--- config.mk ---
export PLATFORM = sky130hd
export DESIGN_NAME = scc_top
export DESIGN_NICKNAME = d
export VERILOG_FILES = /design/src/scc_bus_pkg.sv /design/src/scc_audio_pkg.sv /design/src/scc_bus_ctrl.sv /design/src/scc_tone_counter.sv /design/src/scc_wave_ram.sv /design/src/scc_amp.sv /design/src/scc_mixer.sv /design/src/scc_top.sv
export VERILOG_INCLUDE_DIRS = /design/src /design/src/src
export SDC_FILE = /design/constraint.sdc
export NUM_CORES = 2
export LEC_CHECK = 0
export BUFFER_PORTS_ARGS = -buffer_cell sky130_fd_sc_hd__buf_2
export CORE_ASPECT_RATIO = 1.1
export CORE_MARGIN = 5
export CORE_UTILIZATION = 66
export CTS_BUF_LIST = sky130_fd_sc_hd__clkbuf_2 sky130_fd_sc_hd__clkbuf_4 sky130_fd_sc_hd__clkbuf_8
export DETAILED_ROUTE_END_ITERATION = 8
export HOLD_SLACK_MARGIN = 0.03
export PLACE_DENSITY = 0.82
export RECOVER_POWER = 50
export SYNTH_ARGS = -nofsm -noshare
export SYNTH_HDL_FRONTEND = slang
export SYNTH_SLANG_ARGS = --single-unit
--- constraint.sdc ---
create_clock -name CLK -period 4.3 [get_ports CLK]
set_input_delay 0 -clock CLK [delete_from_list [all_inputs] [get_ports CLK]]
set_output_delay 0 -clock CLK [all_outputs]
set_load 0.01 [all_outputs]
--- src/scc_defines.svh ---
/*
 * Wavetable sound generator constants
 * Channel count, waveform depth, output period and bus region codes
 */
`ifndef SCC_DEFINES_SVH
`define SCC_DEFINES_SVH

`define SCC_NUM_CH        5     // Sound channels
`define SCC_WAVE_DEPTH    32    // Samples per waveform
`define SCC_OUT_PERIOD    16    // clk_en ticks per output sample

// Address regions, taken from addr[7:5]
`define SCC_REG_REGION    4     // Frequency, volume and enable registers
`define SCC_CH4_WR_REGION 3     // Writes here also land in channel 4
`define SCC_CH4_RD_REGION 5     // Channel 4 readback window

`endif

--- src/scc_bus_pkg.sv ---
/*
 * Wavetable sound generator bus types
 * Address, data byte and address region of the CPU side
 */
`default_nettype none

package scc_bus_pkg;

    // CPU address, region in the top three bits
    typedef logic [7:0] addr_t;

    // Bus data byte
    typedef logic [7:0] data_t;

    // Region code, addr[7:5]
    typedef logic [2:0] region_t;

endpackage

`default_nettype wire

--- src/scc_audio_pkg.sv ---
/*
 * Wavetable sound generator audio types
 * Sample, volume, divider, index, accumulator and mix widths
 */
`default_nettype none

`include "scc_defines.svh"

package scc_audio_pkg;

    typedef logic signed [7:0]  sample_t;    // Two's complement waveform sample
    typedef logic [3:0]         vol_t;       // Volume, 0 is silent
    typedef logic [11:0]        freq_t;      // Divider, period is freq+1 ticks

    // Playback position inside a waveform
    typedef logic [$clog2(`SCC_WAVE_DEPTH)-1:0] wave_idx_t;

    typedef logic signed [11:0] acc_t;       // Repeated-addition scaler
    typedef logic signed [10:0] mix_t;       // Sum of all channels

endpackage

`default_nettype wire

--- src/scc_bus_ctrl.sv ---
/*
 * Bus controller of the sound generator
 * Write edge detect, address decode, enable register, readback merge
 * and the output period tick
 */
`timescale 1ns/1ps
`default_nettype none

`include "scc_defines.svh"

module scc_bus_ctrl (
    input  wire                     CLK,
    input  wire                     RESET_n,
    input  wire                     clk_en,
    input  wire                     cs_n,
    input  wire                     wr_n,
    input  wire                     rd_n,
    input  wire scc_bus_pkg::addr_t addr,
    input  wire scc_bus_pkg::data_t din,
    input  wire scc_bus_pkg::data_t ram_rdata [`SCC_NUM_CH],
    output logic [`SCC_NUM_CH-1:0]  wr_freq_lo,
    output logic [`SCC_NUM_CH-1:0]  wr_freq_hi,
    output logic [`SCC_NUM_CH-1:0]  wr_vol,
    output logic [`SCC_NUM_CH-1:0]  wr_wave,
    output logic [`SCC_NUM_CH-1:0]  rd_wave,
    output logic [`SCC_NUM_CH-1:0]  mute_n,
    output logic                    sample_tick,
    output scc_bus_pkg::data_t      dout,
    output logic                    busdir_n
);

    localparam int CNT_W = $clog2(`SCC_OUT_PERIOD);

    scc_bus_pkg::region_t   region;
    logic [3:0]             offset;            // Register offset within region 4
    logic                   wr_act;            // Chip selected and write low
    logic                   rd_act;
    logic                   wr_held;           // Write seen at the previous edge
    logic                   wr_start;          // First sampled cycle of a write
    logic [`SCC_NUM_CH-1:0] freq_lo_d;
    logic [`SCC_NUM_CH-1:0] freq_hi_d;
    logic [`SCC_NUM_CH-1:0] vol_d;
    logic [`SCC_NUM_CH-1:0] wave_d;
    logic                   en_d;
    logic                   en_stb;
    logic [`SCC_NUM_CH-1:0] enable_reg;        // Bit k unmutes channel k
    logic [CNT_W-1:0]       period_cnt;

    assign region   = addr[7:5];
    assign offset   = addr[3:0];
    assign wr_act   = !cs_n && !wr_n;
    assign rd_act   = !cs_n && !rd_n && wr_n;  // Write wins if both are low
    assign wr_start = wr_act && !wr_held;

    // Decode, channel 4 has its own write and read regions
    always_comb begin
        freq_lo_d = '0;
        freq_hi_d = '0;
        vol_d     = '0;
        wave_d    = '0;
        rd_wave   = '0;
        en_d      = wr_start && (region == 3'(`SCC_REG_REGION)) && (offset == 4'd15);
        for (int k = 0; k < `SCC_NUM_CH; k++) begin
            if (wr_start && (region == 3'(`SCC_REG_REGION))) begin
                freq_lo_d[k] = (offset == 4'(2 * k));
                freq_hi_d[k] = (offset == 4'(2 * k + 1));
                vol_d[k]     = (offset == 4'(10 + k));
            end
            if (k == `SCC_NUM_CH - 1) begin
                wave_d[k]  = wr_start && (region == 3'(`SCC_CH4_WR_REGION));
                rd_wave[k] = rd_act && (region == 3'(`SCC_CH4_RD_REGION));
            end else begin
                wave_d[k]  = wr_start && (region == 3'(k));
                rd_wave[k] = rd_act && (region == 3'(k));
            end
        end
    end

    // Strobes fire one cycle after the write is sampled
    always_ff @(posedge CLK or negedge RESET_n) begin
        if (!RESET_n) begin
            wr_held    <= 1'b0;
            wr_freq_lo <= '0;
            wr_freq_hi <= '0;
            wr_vol     <= '0;
            wr_wave    <= '0;
            en_stb     <= 1'b0;
        end else begin
            wr_held    <= wr_act;              // Holding wr_n low gives one write
            wr_freq_lo <= freq_lo_d;
            wr_freq_hi <= freq_hi_d;
            wr_vol     <= vol_d;
            wr_wave    <= wave_d;
            en_stb     <= en_d;
        end
    end

    always_ff @(posedge CLK or negedge RESET_n) begin
        if (!RESET_n) begin
            enable_reg <= '0;
        end else if (en_stb) begin
            enable_reg <= din[`SCC_NUM_CH-1:0];
        end
    end

    assign mute_n = enable_reg;

    // Output period, first tick of each period is the sample tick
    always_ff @(posedge CLK or negedge RESET_n) begin
        if (!RESET_n) begin
            period_cnt <= '0;
        end else if (clk_en) begin
            period_cnt <= period_cnt + 1'b1;
        end
    end

    assign sample_tick = clk_en && (period_cnt == '0);

    // Readback, lines up with the registered RAM data
    always_ff @(posedge CLK or negedge RESET_n) begin
        if (!RESET_n) begin
            busdir_n <= 1'b1;
        end else begin
            busdir_n <= !(|rd_wave);
        end
    end

    always_comb begin
        dout = '0;
        for (int k = 0; k < `SCC_NUM_CH; k++) begin
            dout = dout | ram_rdata[k];        // Idle RAMs return zero
        end
    end

    a_freq_lo_onehot: assert property (@(posedge CLK) disable iff (!RESET_n)
        $onehot0(wr_freq_lo))
        else $error("more than one frequency low strobe");

    a_wr_rd_excl: assert property (@(posedge CLK) disable iff (!RESET_n)
        !((|wr_wave) && (|rd_wave)))
        else $error("waveform write and read in the same cycle");

endmodule

`default_nettype wire

--- src/scc_tone_counter.sv ---
/*
 * Channel tone counter
 * Frequency register and reloading down counter stepping the waveform index
 */
`timescale 1ns/1ps
`default_nettype none

module scc_tone_counter (
    input  wire                     CLK,
    input  wire                     RESET_n,
    input  wire                     clk_en,
    input  wire                     wr_freq_lo,
    input  wire                     wr_freq_hi,
    input  wire scc_bus_pkg::data_t din,
    output scc_audio_pkg::wave_idx_t wave_idx
);

    scc_audio_pkg::freq_t freq;    // Divider, reload value
    scc_audio_pkg::freq_t cnt;     // Ticks left until the next step

    // Low byte and high nibble are written separately
    always_ff @(posedge CLK or negedge RESET_n) begin
        if (!RESET_n) begin
            freq <= '0;
        end else if (wr_freq_lo) begin
            freq[7:0] <= din;
        end else if (wr_freq_hi) begin
            freq[11:8] <= din[3:0];      // Upper bits of the byte ignored
        end
    end

    // Reload at zero, so one step every freq+1 ticks
    always_ff @(posedge CLK or negedge RESET_n) begin
        if (!RESET_n) begin
            cnt      <= '0;
            wave_idx <= '0;
        end else if (clk_en) begin
            if (cnt == '0) begin
                cnt      <= freq;
                wave_idx <= wave_idx + 1'b1;     // Wraps at the waveform end
            end else begin
                cnt <= cnt - 1'b1;
            end
        end
    end

endmodule

`default_nettype wire

--- src/scc_wave_ram.sv ---
/*
 * Channel waveform memory
 * 32 bytes, bus write and readback port plus a playback port
 */
`timescale 1ns/1ps
`default_nettype none

`include "scc_defines.svh"

module scc_wave_ram (
    input  wire                          CLK,
    input  wire                          RESET_n,
    input  wire                          wr_wave,
    input  wire                          rd_wave,
    input  wire scc_audio_pkg::wave_idx_t bus_idx,
    input  wire scc_bus_pkg::data_t      din,
    input  wire scc_audio_pkg::wave_idx_t wave_idx,
    output scc_bus_pkg::data_t           rdata,
    output scc_audio_pkg::sample_t       wave_data
);

    scc_bus_pkg::data_t mem [`SCC_WAVE_DEPTH];

    always_ff @(posedge CLK) begin
        if (wr_wave) begin
            mem[bus_idx] <= din;
        end
    end

    // Bus side, zero when not addressed so the controller can OR
    always_ff @(posedge CLK or negedge RESET_n) begin
        if (!RESET_n) begin
            rdata <= '0;
        end else if (rd_wave) begin
            rdata <= mem[bus_idx];
        end else begin
            rdata <= '0;
        end
    end

    // Playback fetch every cycle
    always_ff @(posedge CLK) begin
        wave_data <= scc_audio_pkg::sample_t'(mem[wave_idx]);
    end

    a_rdata_idle: assert property (@(posedge CLK) disable iff (!RESET_n)
        !$past(rd_wave) |-> (rdata == '0))
        else $error("read data driven without a read");

endmodule

`default_nettype wire

--- src/scc_amp.sv ---
/*
 * Channel amplifier
 * Volume register, scaling by repeated addition over one output period,
 * and mute
 */
`timescale 1ns/1ps
`default_nettype none

module scc_amp (
    input  wire                          CLK,
    input  wire                          RESET_n,
    input  wire                          clk_en,
    input  wire                          sample_tick,
    input  wire                          wr_vol,
    input  wire                          mute_n,
    input  wire scc_bus_pkg::data_t      din,
    input  wire scc_audio_pkg::sample_t  wave_data,
    output scc_audio_pkg::sample_t       ch_out
);

    scc_audio_pkg::vol_t vol;
    scc_audio_pkg::vol_t remain;     // Additions still due this period
    scc_audio_pkg::acc_t acc;
    scc_audio_pkg::acc_t sample_ext;

    assign sample_ext = scc_audio_pkg::acc_t'(wave_data);  // Sign extended

    always_ff @(posedge CLK or negedge RESET_n) begin
        if (!RESET_n) begin
            vol <= '0;
        end else if (wr_vol) begin
            vol <= din[3:0];
        end
    end

    always_ff @(posedge CLK or negedge RESET_n) begin
        if (!RESET_n) begin
            ch_out <= '0;
            remain <= '0;
            acc    <= '0;
        end else if (sample_tick) begin
            // Publish last period, top 8 of 12 bits
            ch_out <= mute_n ? scc_audio_pkg::sample_t'(acc[11:4]) : '0;
            if (vol != '0) begin
                acc    <= sample_ext;      // First addition
                remain <= vol - 1'b1;
            end else begin
                acc    <= '0;
                remain <= '0;
            end
        end else if (clk_en && (remain != '0)) begin
            acc    <= acc + sample_ext;
            remain <= remain - 1'b1;
        end
    end

endmodule

`default_nettype wire

--- src/scc_mixer.sv ---
/*
 * Channel mixer
 * Sign-extends each channel and sums them once per output period
 */
`timescale 1ns/1ps
`default_nettype none

`include "scc_defines.svh"

module scc_mixer (
    input  wire                          CLK,
    input  wire                          RESET_n,
    input  wire                          sample_tick,
    input  wire scc_audio_pkg::sample_t  ch_in [`SCC_NUM_CH],
    output scc_audio_pkg::mix_t          out
);

    scc_audio_pkg::mix_t ch_ext [`SCC_NUM_CH];   // Captured, widened inputs
    scc_audio_pkg::mix_t sum;

    always_comb begin
        sum = '0;
        for (int k = 0; k < `SCC_NUM_CH; k++) begin
            sum = sum + ch_ext[k];
        end
    end

    // Sum lags the capture by one period
    always_ff @(posedge CLK or negedge RESET_n) begin
        if (!RESET_n) begin
            out <= '0;
            for (int k = 0; k < `SCC_NUM_CH; k++) begin
                ch_ext[k] <= '0;
            end
        end else if (sample_tick) begin
            out <= sum;
            for (int k = 0; k < `SCC_NUM_CH; k++) begin
                ch_ext[k] <= scc_audio_pkg::mix_t'(ch_in[k]);
            end
        end
    end

endmodule

`default_nettype wire

--- src/scc_top.sv ---
/*
 * Five channel wavetable sound generator
 * Bus controller, per-channel counter, waveform RAM and amplifier, mixer
 */
`timescale 1ns/1ps
`default_nettype none

`include "scc_defines.svh"

module scc_top (
    input  wire                     CLK,
    input  wire                     RESET_n,
    input  wire                     clk_en,
    input  wire                     cs_n,
    input  wire                     wr_n,
    input  wire                     rd_n,
    input  wire scc_bus_pkg::addr_t addr,
    input  wire scc_bus_pkg::data_t din,
    output scc_bus_pkg::data_t      dout,
    output logic                    busdir_n,
    output scc_audio_pkg::mix_t     out
);

    logic [`SCC_NUM_CH-1:0]   wr_freq_lo;
    logic [`SCC_NUM_CH-1:0]   wr_freq_hi;
    logic [`SCC_NUM_CH-1:0]   wr_vol;
    logic [`SCC_NUM_CH-1:0]   wr_wave;
    logic [`SCC_NUM_CH-1:0]   rd_wave;
    logic [`SCC_NUM_CH-1:0]   mute_n;
    logic                     sample_tick;
    scc_bus_pkg::data_t       ram_rdata [`SCC_NUM_CH];
    scc_audio_pkg::wave_idx_t wave_idx  [`SCC_NUM_CH];
    scc_audio_pkg::sample_t   wave_data [`SCC_NUM_CH];
    scc_audio_pkg::sample_t   ch_out    [`SCC_NUM_CH];

    scc_bus_ctrl scc_bus_ctrl_inst (
        .CLK        (CLK),
        .RESET_n    (RESET_n),
        .clk_en     (clk_en),
        .cs_n       (cs_n),
        .wr_n       (wr_n),
        .rd_n       (rd_n),
        .addr       (addr),
        .din        (din),
        .ram_rdata  (ram_rdata),
        .wr_freq_lo (wr_freq_lo),
        .wr_freq_hi (wr_freq_hi),
        .wr_vol     (wr_vol),
        .wr_wave    (wr_wave),
        .rd_wave    (rd_wave),
        .mute_n     (mute_n),
        .sample_tick(sample_tick),
        .dout       (dout),
        .busdir_n   (busdir_n)
    );

    // One datapath per channel
    for (genvar ch = 0; ch < `SCC_NUM_CH; ch++) begin : g_ch
        scc_tone_counter scc_tone_counter_inst (
            .CLK       (CLK),
            .RESET_n   (RESET_n),
            .clk_en    (clk_en),
            .wr_freq_lo(wr_freq_lo[ch]),
            .wr_freq_hi(wr_freq_hi[ch]),
            .din       (din),
            .wave_idx  (wave_idx[ch])
        );

        scc_wave_ram scc_wave_ram_inst (
            .CLK      (CLK),
            .RESET_n  (RESET_n),
            .wr_wave  (wr_wave[ch]),
            .rd_wave  (rd_wave[ch]),
            .bus_idx  (addr[4:0]),     // Entry within the region
            .din      (din),
            .wave_idx (wave_idx[ch]),
            .rdata    (ram_rdata[ch]),
            .wave_data(wave_data[ch])
        );

        scc_amp scc_amp_inst (
            .CLK        (CLK),
            .RESET_n    (RESET_n),
            .clk_en     (clk_en),
            .sample_tick(sample_tick),
            .wr_vol     (wr_vol[ch]),
            .mute_n     (mute_n[ch]),
            .din        (din),
            .wave_data  (wave_data[ch]),
            .ch_out     (ch_out[ch])
        );
    end

    scc_mixer scc_mixer_inst (
        .CLK        (CLK),
        .RESET_n    (RESET_n),
        .sample_tick(sample_tick),
        .ch_in      (ch_out),
        .out        (out)
    );

endmodule

`default_nettype wire

==> metrics.md <==
| Metric | Value |
|---|---|
| Status | `finished, violations left` |
| Violated checks | `max-capacitance violations, max-slew violations` |
| R2r startpoint | `scc_mixer_inst.ch_ext[34]` |
| CP endpoint kind | `flop` |
| Area of the die | `about 120000 um2` |
| Synthesized cell area | `between 70000 and 80000 um2` |
| # port buffers | `41` |
| Area grow syn2layout | `9.00%` |
| DRC violations left | `0` |
| Post-Place Cells | `between 5000 and 6000` |
| Final Skew | `0.0525 ns` |
| Most area-hungry cell type in the Yosys netlist | `edfxtp_1` |
| Io pins | `42` |
| Commonest non-fill, non-tap cell in the layout | `edfxtp_1` |
| Lkg Pwr | `about 28 nW` |
| Via density | `around 7.1` |
| Initial core utilization | `66.6%` |
| Async SR Flop Fraction | `between 20% and 30%` |
| Util after Layout | `72.6%` |
| Clock Pin Slew Worst Setup and Hold Paths | `0.06 ns` |
| FF+latch count, synth | `between 1000 and 1500` |
| DP Area | `about 73000 um2` |
| Non-filler instance count after layout | `around 6400` |
| Clock tree buffer depth | `3` |
| Number of synthesized flops with an enable pin | `~1000` |
| Reg2Reg Depth | `21` |
| Peak VDD IR | `0.403 mV` |
| Critical R2R Capture | `scc_mixer_inst.out[10]` |
| Drt first pass iters | `6` |
| CP Data Arrival Time | `approximately 5.1 ns` |
| Worst hold stages | `3` |
| Postcts setup bufs | `0` |
| Fin crit period | `~4.2 ns` |
| Core Area | `108000 um2` |
| Final setup fails | `0` |
| Critical path peak fanout | `85` |
| First-pass GRT wire length | `roughly 290 mm` |
| R2r setup slk | `0.30 ns` |
| Finished Cell Area | `between 70000 and 80000 um2` |
| Largest net degree at the start of global routing | `between 100 and 150` |
| Final Hold Viols | `0` |
| Die width | `324 um` |
| Initial antenna violation count | `11` |
| Synth warnings | `0` |
| CP required | `a little over 5 ns` |
| TritonCTS clock tree | `yes` |
| WHS Endpoint | `scc_bus_ctrl_inst.period_cnt[0]` |
| DR vias | `about 46000` |
| H-tree levels | `4` |
| Synth Net Count | `between 4000 and 5000` |
| Later-pin clock latency in the skew report | `0.94 ns` |
| Clock sink total | `approximately 1500` |
| Post-synth top flop | `edfxtp_1` |
| Via count of the first global-routing pass | `between 40000 and 50000` |
| Drt wl/cell | `29.7 um` |
| Total gr overflow | `0` |
| HP Class | `primary input to flop` |
| TritonCTS Buffers | `approximately 220` |
| Fin crit share | `between 90% and 100%` |
| Worst-margin pin slew | `approximately 4.7 ns` |
| Root buffer cell | `clkbuf_8` |
| Netlist cell types | `74` |
| Ratio of cells with drive above 1 in the final layout | `between 20% and 30%` |
| Ranking of synthesized cells by area | `edfxtp_1, mux4_2, dfrtp_1` |
| Max-slew violations | `around 940` |
| RePlAce Congestion | `slightly above 0.9` |
| Pwr/cell area | `approximately 500 nW/um2` |
| Post-Route WL | `191 mm` |
| Fmax | `approximately 0.24 GHz` |
| Final antenna-violating net count | `0` |
| Final HPWL DP | `~120 mm` |
| Final net count | `slightly below 5000` |
| MaxCap Viol Count | `14` |
| Relative max-transition margin | `-211%` |
| Critical path launch point type | `primary input` |
| Die height | `355 um` |
| Hold Startpoint | `clk_en` |
| Syn Area/Cell | `between 15 and 20 um2` |
| Synthesized netlist cell count | `about 4700` |
| GRT Overall Usage | `33.5%` |
| Final TNS setup | `0 ns` |
| Post-synthesis sequential area ratio | `between 50 and 60%` |
| Row count | `between 100 and 150` |
| Initial drt markers | `between 6000 and 7000` |
| RSZ-0062 raised after global routing | `no` |
| Synth top area share | `approximately 43%` |
| Crit Path Class | `primary input to flop` |
| Most frequent cells in the layout | `edfxtp_1, mux4_2, nand2_1, dfrtp_1, clkbuf_8` |
## stage by stage
stage	hold WS (ns)	power, W	setup slack [ns]
floorplan	-0.296	0.0245	0.481
CTS	0.0460	0.0387	0.198
global placement	-0.0497	0.0268	0.212
global route	0.140	0.0406	0.0111
detailed placement	-0.0595	0.0271	0.207
finish	0.104	0.0388	0.0990
## routing by layer
metal / global-route usage, % / routed length [um]
met1: 44.6 / 65300
met2: 52.8 / 91200
met3: 8.00 / 23000
met4: 16.5 / 11100
met5: 0.470 / 95
## how the worst max path moves through the flow
stage	start	endpoint	slack [ns]	cells after the start
after floorplan	scc_mixer_inst.ch_ext[23]	scc_mixer_inst.out[10]	0.48	21
after global placement	scc_mixer_inst.ch_ext[23]	scc_mixer_inst.out[10]	0.21	21
after detailed placement	scc_mixer_inst.ch_ext[23]	scc_mixer_inst.out[10]	0.21	21
after CTS	scc_mixer_inst.ch_ext[34]	scc_mixer_inst.out[10]	0.20	21
after global routing	scc_mixer_inst.ch_ext[34]	scc_mixer_inst.out[10]	0.01	21
final	din[4]	scc_bus_ctrl_inst.mute_n[4]	0.1	4
## what timing repair did
item | in CTS | in global routing
resized for setup | 0 | 4
hold buffers | 35 | 0
hold endpoints to repair | 1421 | 0
endpoints found under the setup margin | 0 | 1
## worst max-delay path, stage by stage
cell	delay (ns)
dlygate4sd3_1	0.52
clkbuf_1	3.24
buf_4	0.92
mux2_2	0.27
## state kept, by name (all words and copies together) (netlist names), 11 cells and up
register and count:
g_ch.scc_amp_inst.vol 20, g_ch.scc_tone_counter_inst.wave_idx 25, scc_mixer_inst.ch_ext 40, g_ch.scc_amp_inst.acc 60
g_ch.scc_amp_inst.remain 20, scc_mixer_inst.out 11, g_ch.scc_amp_inst.ch_out 40, g_ch.scc_wave_ram_inst.rdata 40
g_ch.scc_tone_counter_inst.cnt 60, g_ch.scc_tone_counter_inst.freq 60, g_ch.scc_wave_ram_inst.mem 1024, g_ch.scc_wave_ram_inst.wave_data 40
## cell type report
class	instances	area, um2
Inverter	98	368
Timing Repair Buffer	162	1340
Fill cell	6512	29500
Tap cell	1408	1760
Clock buffer	330	4070
Sequential cell	1471	41800
Antenna cell	15	37.5
Clock inverter	77	494
Multi-Input combinational cell	2865	28200
## power breakdown
part / internal (W) / total, W / switching [W]
Combinational: 0.00449 / 0.00934 / 0.00485
Sequential: 0.0162 / 0.0177 / 0.00148
Clock: 0.00634 / 0.0118 / 0.00542
## kinds of logic (layout without fill, tap and decap cells)
logic type               Yosys count  after routing  share of synthesized area, %
adder cells (fa/ha/maj)          119            119                          2.34
flip-flops                      1471           1471                          58.3
buffers and inverters            407            667                          2.41
AND/OR/NAND/NOR                 1040           1040                          6.93
AO/OA/AOI/OAI                    716            716                          6.28
XOR/XNOR                          83             83                          1.02
other                              0             15                             0
multiplexers                     907            907                          22.7
## synth_stat cells (all sizes together) (58+ instances only)
library cell and n:
nand2 396, buf 132, mux2 124, and2 119, nor3 71, o21ai 185
edfxtp 1024, mux4 562, inv 97, clkbuf 177, nand3 94, nor2 182
a21oi 179, o22ai 64, xnor2 58, ha 94, mux2i 221, dfrtp 406
Note: power is estimated with default switching activity, not from simulation.
